**src/hw/schedPkg.sv**
```systemverilog
package schedPkg;

	// Cluster size
	localparam int numCores = 4;
	localparam int r0Width = 4;

	// Frame store geometry
	localparam int frameWidth = 32;
	localparam int memDepth = 16;
	localparam int memAddrWidth = 4;
	localparam int frameCountWidth = memAddrWidth + 1;	// Counts 1 to memDepth

	// APB register map
	localparam int apbAddrWidth = 8;
	localparam logic [apbAddrWidth-1:0] ctrlAddr = 8'h40;
	localparam logic [apbAddrWidth-1:0] statusAddr = 8'h44;

	// Fence codes carried in a control frame
	localparam logic [1:0] fenceNone = 2'd0;
	localparam logic [1:0] fenceAcquire = 2'd1;
	localparam logic [1:0] fenceRelease = 2'd2;

	// A frame is either a raw instruction or a control word,
	// depending on where the scheduler is in the program
	typedef union packed {
		logic [frameWidth-1:0] insn;
		struct packed {
			logic [1:0] spare;
			logic [1:0] fence;
			logic [numCores-1:0] coreMask;
			logic [memAddrWidth-1:0] insnCount;	// Instruction frames that follow
			logic [numCores-1:0] r0Mask;
			logic [numCores*r0Width-1:0] r0Values;	// Core 0 in lowest nibble
		} ctrl;
	} taskFrame;

endpackage

```
**src/hw/apbTaskLoader.sv**
```systemverilog
`timescale 1ns/1ps

module apbTaskLoader (
	input logic clk,
	input logic reset,
	input logic [schedPkg::apbAddrWidth-1:0] paddr,
	input logic psel,
	input logic penable,
	input logic pwrite,
	input logic [31:0] pwdata,
	input logic busy,
	input logic [schedPkg::memAddrWidth-1:0] framePointer,
	output logic [31:0] prdata,
	output logic pready,
	output logic pslverr,
	output logic memWrite,
	output logic [schedPkg::memAddrWidth-1:0] memWriteAddr,
	output logic [schedPkg::frameWidth-1:0] memWriteData,
	output logic launch,
	output logic [schedPkg::frameCountWidth-1:0] frameCount
);

	logic setupPhase;
	logic isFrame;
	logic isCtrl;
	logic isStatus;
	logic countOk;
	logic frameWriteOk;
	logic launchOk;
	logic statusRead;
	logic accessOk;
	logic [31:0] statusWord;

	assign pready = 1'b1;	// No wait states

	// Everything is decoded in the setup cycle so the response is ready for access
	assign setupPhase = psel & ~penable;

	assign isFrame = (paddr < schedPkg::ctrlAddr) && (paddr[1:0] == 2'b00);
	assign isCtrl = paddr == schedPkg::ctrlAddr;
	assign isStatus = paddr == schedPkg::statusAddr;

	assign countOk = (pwdata != 32'd0) && (pwdata <= schedPkg::memDepth);

	assign frameWriteOk = pwrite & isFrame & ~busy;
	assign launchOk = pwrite & isCtrl & ~busy & countOk;
	assign statusRead = ~pwrite & isStatus;
	assign accessOk = frameWriteOk | launchOk | statusRead;

	assign statusWord = {24'd0, framePointer, 3'd0, busy};

	always_ff @(posedge clk) begin
		if (reset) begin
			pslverr <= 1'b0;
			prdata <= '0;
			memWrite <= 1'b0;
			launch <= 1'b0;
			frameCount <= '0;
		end else begin
			memWrite <= setupPhase & frameWriteOk;	// Store writes at end of access
			launch <= setupPhase & launchOk;
			pslverr <= setupPhase & ~accessOk;
			if (setupPhase) begin
				prdata <= statusRead ? statusWord : 32'd0;
			end
			if (setupPhase & launchOk) begin
				frameCount <= pwdata[schedPkg::frameCountWidth-1:0];
			end
		end
	end

	// Write payload, qualified by memWrite
	always_ff @(posedge clk) begin
		if (setupPhase) begin
			memWriteAddr <= paddr[schedPkg::memAddrWidth+1:2];
			memWriteData <= pwdata;
		end
	end

endmodule

```
**src/hw/taskFrameStore.sv**
```systemverilog
`timescale 1ns/1ps

module taskFrameStore (
	input logic clk,
	input logic memWrite,
	input logic [schedPkg::memAddrWidth-1:0] memWriteAddr,
	input logic [schedPkg::frameWidth-1:0] memWriteData,
	input logic [schedPkg::memAddrWidth-1:0] framePointer,
	output schedPkg::taskFrame frameData
);

	logic [schedPkg::frameWidth-1:0] frames [schedPkg::memDepth];

	always_ff @(posedge clk) begin
		if (memWrite) begin
			frames[memWriteAddr] <= memWriteData;
		end
	end

	// Scheduler decides in the same cycle it points
	assign frameData = frames[framePointer];

endmodule

```
**src/hw/taskScheduler.sv**
```systemverilog
`timescale 1ns/1ps

module taskScheduler (
	input logic clk,
	input logic reset,
	input logic launch,
	input logic [schedPkg::frameCountWidth-1:0] frameCount,
	input schedPkg::taskFrame frameData,
	input logic [schedPkg::numCores-1:0] ready,
	output logic [schedPkg::memAddrWidth-1:0] framePointer,
	output logic busy,
	output logic [schedPkg::numCores-1:0] start,
	output logic [schedPkg::frameWidth-1:0] insnData,
	output logic [schedPkg::numCores-1:0] initR0Valid,
	output logic [schedPkg::numCores*schedPkg::r0Width-1:0] initR0
);

	logic [schedPkg::frameCountWidth-1:0] frameIndex;	// One wider than the pointer
	logic [schedPkg::memAddrWidth-1:0] remaining;
	logic [schedPkg::numCores-1:0] activeMask;
	logic [1:0] fence;

	logic pending;
	logic isCtrl;
	logic allReady;
	logic wholeCluster;
	logic maskReady;
	logic activeReady;
	logic ctrlAccept;
	logic insnIssue;

	assign framePointer = frameIndex[schedPkg::memAddrWidth-1:0];

	assign pending = busy && (frameIndex < frameCount);
	assign isCtrl = remaining == '0;	// Next frame is a control frame

	assign allReady = &ready;
	assign maskReady = (ready & frameData.ctrl.coreMask) == frameData.ctrl.coreMask;
	assign activeReady = (ready & activeMask) == activeMask;

	// Acquire from the last group or release on this one waits for the whole cluster
	assign wholeCluster = (fence == schedPkg::fenceAcquire) ||
		(frameData.ctrl.fence == schedPkg::fenceRelease);

	assign ctrlAccept = pending & isCtrl & (wholeCluster ? allReady : maskReady);
	assign insnIssue = pending & ~isCtrl & activeReady;

	always_ff @(posedge clk) begin
		if (reset) begin
			busy <= 1'b0;
			frameIndex <= '0;
			remaining <= '0;
			activeMask <= '0;
			fence <= schedPkg::fenceNone;
			start <= '0;
			initR0Valid <= '0;
			insnData <= '0;
		end else begin
			start <= insnIssue ? activeMask : '0;
			initR0Valid <= ctrlAccept ? frameData.ctrl.r0Mask : '0;
			if (insnIssue) begin
				insnData <= frameData.insn;
			end

			if (launch & ~busy) begin
				busy <= 1'b1;
				frameIndex <= '0;
				remaining <= '0;
				fence <= schedPkg::fenceNone;	// New program starts unfenced
			end else if (busy) begin
				if (ctrlAccept | insnIssue) begin
					frameIndex <= frameIndex + 1'b1;
				end

				if (ctrlAccept) begin
					activeMask <= frameData.ctrl.coreMask;
					fence <= frameData.ctrl.fence;
					remaining <= frameData.ctrl.insnCount;
				end else if (insnIssue) begin
					remaining <= remaining - 1'b1;
				end

				// A start still in flight means its core is about to go busy
				if (~pending && allReady && (start == '0)) begin
					busy <= 1'b0;
				end
			end
		end
	end

	// R0 values are qualified by initR0Valid
	always_ff @(posedge clk) begin
		if (ctrlAccept) begin
			initR0 <= frameData.ctrl.r0Values;
		end
	end

endmodule

```
**src/hw/schedTop.sv**
```systemverilog
`timescale 1ns/1ps

module schedTop (
	input logic clk,
	input logic reset,
	input logic [schedPkg::apbAddrWidth-1:0] paddr,
	input logic psel,
	input logic penable,
	input logic pwrite,
	input logic [31:0] pwdata,
	output logic [31:0] prdata,
	output logic pready,
	output logic pslverr,
	input logic [schedPkg::numCores-1:0] ready,
	output logic [schedPkg::numCores-1:0] start,
	output logic [schedPkg::frameWidth-1:0] insnData,
	output logic [schedPkg::numCores-1:0] initR0Valid,
	output logic [schedPkg::numCores*schedPkg::r0Width-1:0] initR0
);

	logic memWrite;
	logic [schedPkg::memAddrWidth-1:0] memWriteAddr;
	logic [schedPkg::frameWidth-1:0] memWriteData;
	logic launch;
	logic [schedPkg::frameCountWidth-1:0] frameCount;
	logic [schedPkg::memAddrWidth-1:0] framePointer;
	logic busy;
	schedPkg::taskFrame frameData;

	apbTaskLoader loader (
		.clk(clk),
		.reset(reset),
		.paddr(paddr),
		.psel(psel),
		.penable(penable),
		.pwrite(pwrite),
		.pwdata(pwdata),
		.busy(busy),
		.framePointer(framePointer),
		.prdata(prdata),
		.pready(pready),
		.pslverr(pslverr),
		.memWrite(memWrite),
		.memWriteAddr(memWriteAddr),
		.memWriteData(memWriteData),
		.launch(launch),
		.frameCount(frameCount)
	);

	taskFrameStore store (
		.clk(clk),
		.memWrite(memWrite),
		.memWriteAddr(memWriteAddr),
		.memWriteData(memWriteData),
		.framePointer(framePointer),
		.frameData(frameData)
	);

	taskScheduler scheduler (
		.clk(clk),
		.reset(reset),
		.launch(launch),
		.frameCount(frameCount),
		.frameData(frameData),
		.ready(ready),
		.framePointer(framePointer),
		.busy(busy),
		.start(start),
		.insnData(insnData),
		.initR0Valid(initR0Valid),
		.initR0(initR0)
	);

endmodule

```
**config.mk**
```make
export PLATFORM = sky130hd
export DESIGN_NAME = schedTop
export DESIGN_NICKNAME = d
export VERILOG_FILES = /design/src/hw/schedPkg.sv /design/src/hw/apbTaskLoader.sv /design/src/hw/taskFrameStore.sv /design/src/hw/taskScheduler.sv /design/src/hw/schedTop.sv
export SDC_FILE = /design/constraint.sdc
export NUM_CORES = 1
export LEC_CHECK = 0
export ABC_CLOCK_PERIOD_IN_PS = 3800
export BUFFER_PORTS_ARGS = -buffer_cell sky130_fd_sc_hd__buf_4
export CORE_UTILIZATION = 54
export CTS_CLUSTER_DIAMETER = 80
export CTS_CLUSTER_SIZE = 24
export DETAILED_ROUTE_END_ITERATION = 8
export GPL_TIMING_DRIVEN = 0
export PLACE_DENSITY_LB_ADDON = 0.05
export SLEW_MARGIN = 10
export SYNTH_ARGS = -nofsm -noshare
export SYNTH_HDL_FRONTEND = slang
export SYNTH_SLANG_ARGS = --single-unit
```
**constraint.sdc**
```tcl
create_clock -name clk -period 3.8 [get_ports clk]
set_input_delay 0 -clock clk [delete_from_list [all_inputs] [get_ports clk]]
set_output_delay 0 -clock clk [all_outputs]
set_load 0.01 [all_outputs]
```
* Word-level counts from Yosys, hierarchy flattened *
Memory sizes are Yosys's and may differ from the RTL's. A register that Yosys moved wholly into a read port is not among the register bits.
Index checks and enable logic that the tools add are counted.

storage, ports and cells
  word-level logic and storage cells = 87
  bits in latches = 0
  memories = 1
  register bits after elaboration = 148
  bits in read-only memories = 0
  RAM bits = 512
  output and inout port bits = 90
  bits of input ports = 49

memories
  name          words  bits a word  read ports  clocked after memory_dff  write ports  RTL line              RTL
  store.frames  16     32           1           1                         1            taskFrameStore.sv:12  logic [schedPkg::frameWidth-1:0] frames [schedPkg::memDepth];

cells by class
  div/mod/pow operators = 0
  multiply operators = 0
  bitwise gates (word level) = 29
  order comparisons = 3
  muxes and demuxes = 11
  equal/unequal tests = 6
  shift-type cells = 0
  reductions and logical operators = 19
  add/sub/neg operators = 2

operators with widths
  kind                                                              count
  less-or-equal comparator 32 x 5 -> 1 bit (second input constant)  1
  nonzero test 32 bit                                               1
  == test 8 x 7 -> 1 bit (second input constant)                    2
  two-way mux 4 bit                                                 4
  bitwise AND 1 bit                                                 15
  NOT 1 bit                                                         9
  bitwise AND 4 bit                                                 2
  == test 4 bit                                                     2
  logical NOT 4 bit                                                 2
  less-than comparator 8 x 7 -> 1 bit (second input constant)       1
  two-way mux 8 bit                                                 1
  two-way mux 1 bit                                                 6
  AND reduction 2 bit                                               3
  OR reduction 2 bit                                                3
  adder 5 x 1 -> 5 bit (second input constant)                      1
  logical AND 1 bit                                                 5
  less-than comparator 5 bit                                        1
  AND reduction 4 bit                                               1
  subtractor 4 x 1 -> 4 bit (second input constant)                 1
  OR 1 bit                                                          3
  AND reduction 3 bit                                               1
  == test 2 x 1 -> 1 bit (second input constant)                    1
  == test 2 bit (second input constant)                             1
  logical NOT 2 bit                                                 1
  other kinds (2)                                                   2

* Depth between registers and ports, before layout *
  word-level depth = 8
  gate-level depth with buffers = 12
  gate-level depth less buffers = 9

* By module *
Synthesis repeated with hierarchy kept, for this count alone.

second synthesis, totals
  cell total of the unflattened synthesis = 1242
  area total of the unflattened synthesis = 23956.7 um^2

by module, submodules not included
  module          times used  area each (um^2)  sequential area each (um^2)  cells an instance
  taskFrameStore  1           19213.4           15374.7                      806
  taskScheduler   1           2775.2            1601.5                       301
  apbTaskLoader   1           1968.1            1341.3                       135

* Least setup slack after synthesis *
OpenSTA, ideal clock, no wires.

  path type = reg-to-reg
  start point = reg loader.memWriteAddr[2] in the netlist's numbering
  end point = mem store.frames[0][0] in the netlist's numbering (enable)
  cell stages (with the launch flop) = 3
  period minus slack after synthesis = 3.581 ns
  arrival time = 3.120 ns
  path slack = 0.219 ns
  data required time = 3.339 ns
  cells stage by stage = edfxtp_1 > or3b_2 > nor3_1

RTL lines
  element                 RTL line              RTL
  start, declared         apbTaskLoader.sv:17   output logic [schedPkg::memAddrWidth-1:0] memWriteAddr,
  start signal, assigned  apbTaskLoader.sv:75   memWriteAddr <= paddr[schedPkg::memAddrWidth+1:2];
  end, declared           taskFrameStore.sv:12

Straight into the memory's write port.

==> impl_metrics.toml <==
[sta]
max_slew_margin_pct = 22.0
rsz0062_at_grt = "false"
fin_skew_ps = 11.8
min_period_ps = 3660
worst-slew-pin-transition_ps = 1170
hold_viol = 0
setup_ws_ps = 136
finalCritPeriodShare_pct = 96.4
drv_slew = 0
max_freq_mhz = 273
setup_viol = 0

[drt]
drtPass1Iterations = 5
dr.first_iter.drc_count = 1280
drc_errors = 0
routed-via-count = 12100
viasPerCell = 6.05
drt_wl_total_mm = 57.5
postRouteAntennaNets = 0
wl_per_cell_um = 28.7

[synth]
synth_area_leaders = "edfxtp_1 71%, mux4_2 14%, dfxtp_1 6.1%"
yosysWarningCount = 0
synth_largest_area_cell = "edfxtp_1"
synth-adder-area-share_pct = 0.313
synth-simple-area-share_pct = 2.85
avgSynthCellArea_um2 = 21.0
seq_area_frac_synth_pct = 76.7
synthMuxAreaShare_pct = 16.4
yosysTopAreaCellShare_pct = 70.6
synth-xor-area-share_pct = 0.183
netlist_instances = 1140
synth_compound_area_share_pct = 1.35
async_flop_share_pct = 0
synth_top_family_by_area = "multiplexers"
syn_area_um2 = 24000
synth-edff-count = 564
ys_ff_latch = 637
synth_cell_type_count = 47
ys.flop_type = "edfxtp_1"

[floorplanning]
dieArea_um2 = 45300
initial_core_util_pct = 55.2
core_um2 = 43500
ios = 139
fp-row-count = 76
die_w_um = 213
die_y_um = 213

[placement]
port_buffers = 110
place_ws_ps = 62.5
gp_congestion = 0.799
dp_cells = 1902
place_area_um2 = 26400
hpwl_mm = 38.4

[worst_setup_path]
worst_path_max_delay_cell = "clkbuf_1"
cp_slowest_stage_delay_ps = 730
crit_family = "buffers and inverters"
end_kind = "flip-flop"
cp_cell_sequence = "clkbuf_1 > nor2_1 > a22oi_1 > nand2_1 > a222oi_1 > mux2i_4 > nor2_2 > buf_6 > mux2_1 > nor2_1"
startpoint_type = "flip-flop"
path_buf_inv = 2
crit_type = "reg -> reg"
worst-path-max-fanout = 25
reg2reg_depth = 10
cp.arrival_ps = 4230
worstPathRequired_ps = 4360
r2r_slack_ps = 140
crit_top_cell = "nor2_1"
cp_num_cells = 10
rr_endpoint = "scheduler.activeMask[3]"

[finish]
final_area_um2 = 27800
drive_gt1_share_pct = 29.1
final_core_utilization_pct = 64.0
n_antenna_cell = 0
nets = 1447
final_cell_count_no_fill = 2002
fillCellCount = 2956
syn_to_final_growth_pct = 15.9

[global_route]
grt_pass1_wl_mm = 82.6
grt_max_degree = 26
grt_usage_pct = 26.2
grt.overflow.total = 0
antenna_found_initial = 0
grt_pass1_vias = 12000

[clocking]
clock_tree.buffer_depth = 3
cts_tree = "built"
cts_sinks = 637
post_cts_buffers = 0
clk_pin_slew_worst_paths_ps = 100
clk_latency_ps = 620
htreeDepth = 1
root_buffer = "clkbuf_16"
cts_buffers = 31

[pwr]
p_leak_nw = 9.11
power.total_mw = 11.7
p_per_area_nw_per_um2 = 420
vdd_drop_max_mv = 0.530

[hold_path]
worst_hold_path_type = "in -> reg"
min_to = "loader.launch"
hold_depth = 4
min_from = "psel"

[run]
maxCapViolations = 0

[run_status]
status = "complete, no violations"
## Yosys cell counts (9+ instances only)
library cell and n:
a21oi_1 10, a22oi_1 13, buf_2 9, buf_4 29
clkbuf_1 27, dfxtp_1 73, edfxtp_1 564, inv_1 22
mux2i_1 42, mux4_2 154, nand2_1 21, nor2_1 65
nor3_1 15, nor4_1 10
## worst max-delay path by stage
stage	from	endpoint	slack (ps)
floorplan	loader.memWriteAddr[2]	store.frames[0][0]	220
global placement	loader.memWriteAddr[0]	store.frames[12][26]	-2990
detailed placement	flip-flop	scheduler.activeMask[3]	60
CTS	flip-flop	scheduler.activeMask[3]	30
global route	flip-flop	scheduler.activeMask[3]	20
finish	flip-flop	scheduler.activeMask[3]	140
## stage by stage
| step | hold WS [ps] | TNS (ps) |
|---|---|---|
| after CTS | 27.2 | 0 |
| final | 55.7 | 0 |
| after global placement | 188 | -649440 |
| after global routing | 87.3 | 0 |
| after floorplan | 98.9 | 0 |
| after detailed placement | 190 | 0 |
## registers in the layout (all words and copies together) (netlist names), 2 cells and up, named ones only
register / cells
scheduler.start: 4
scheduler.insnData: 32
loader.memWriteData: 32
loader.memWriteAddr: 4
scheduler.fence: 2
scheduler.initR0Valid: 4
scheduler.remaining: 4
loader.prdata: 5
scheduler.initR0: 16
store.frames: 512
loader.frameCount: 5
scheduler.frameIndex: 5
scheduler.activeMask: 4
## logic make-up (layout without fill, tap and decap cells)
kind of cell,count (synthesis),count (layout)
and+or+nand+nor,145,145
xor gates and xnor gates,5,5
muxes,199,199
AOI/OAI and AO/OA,47,47
DFF,637,637
buffers and inverters,99,350
other,2,28
adders and majority gates,6,6
## power by group
part	leakage (nW)	internal (mW)	switching (mW)
Sequential	5.67	7.65	0.0930
Combinational	2.99	0.0898	0.101
Clock	0.447	1.61	2.13
Total	9.11	9.35	2.33
## placed cells by master, fill, tap and decap left out, drive strengths merged, types with 3 or more instances in the layout
master       instances
nor2b                4
inv                 24
conb                28
o21ai                9
clkinv               5
a22oi               13
nand3                4
buf                200
a21o                 5
nor3                15
a21oi               10
xnor2                4
ha                   6
edfxtp             564
clkbuf              76
mux4               154
dlygate4sd3         42
mux2i               43
and2                 6
nand4                3
nor2                66
nor4                10
nand2               21
nand2b               5
dfxtp               73
## tightest hold or removal path, delay by kind of cell
kind / cells / cell delay (ps)
simple gates: 2 / 280
buf+inv: 2 / 340
## metal layers
layer / global-route usage (%) / share of wire [%] / up-vias
li1: - / - / 5072
met1: 38.9 / 42 / 6475
met2: 42.0 / 48 / 508
met3: 3.43 / 7.3 / 66
met4: 5.98 / 1.8 / 0
met5: 0 / 0 / -
## what timing repair did
action / in CTS / in global routing
setup endpoints to repair: 0 / 4
gates resized for setup: 0 / 6
endpoints found under the hold margin: 49 / 0
hold buffers: 42 / 0
## area by class of cell
class	instances	area [µm²]	area share, %
Sequential cell	637	18400	66.2
Multi-Input combinational cell	430	5270	19.0
Timing Repair Buffer	193	1930	6.94
Clock buffer	49	875	3.15
Tap cell	585	732	2.63
Buffer	77	454	1.63
Inverter	22	82.6	0.297
Clock inverter	9	53.8	0.194
(Power assumes the default switching activity.)
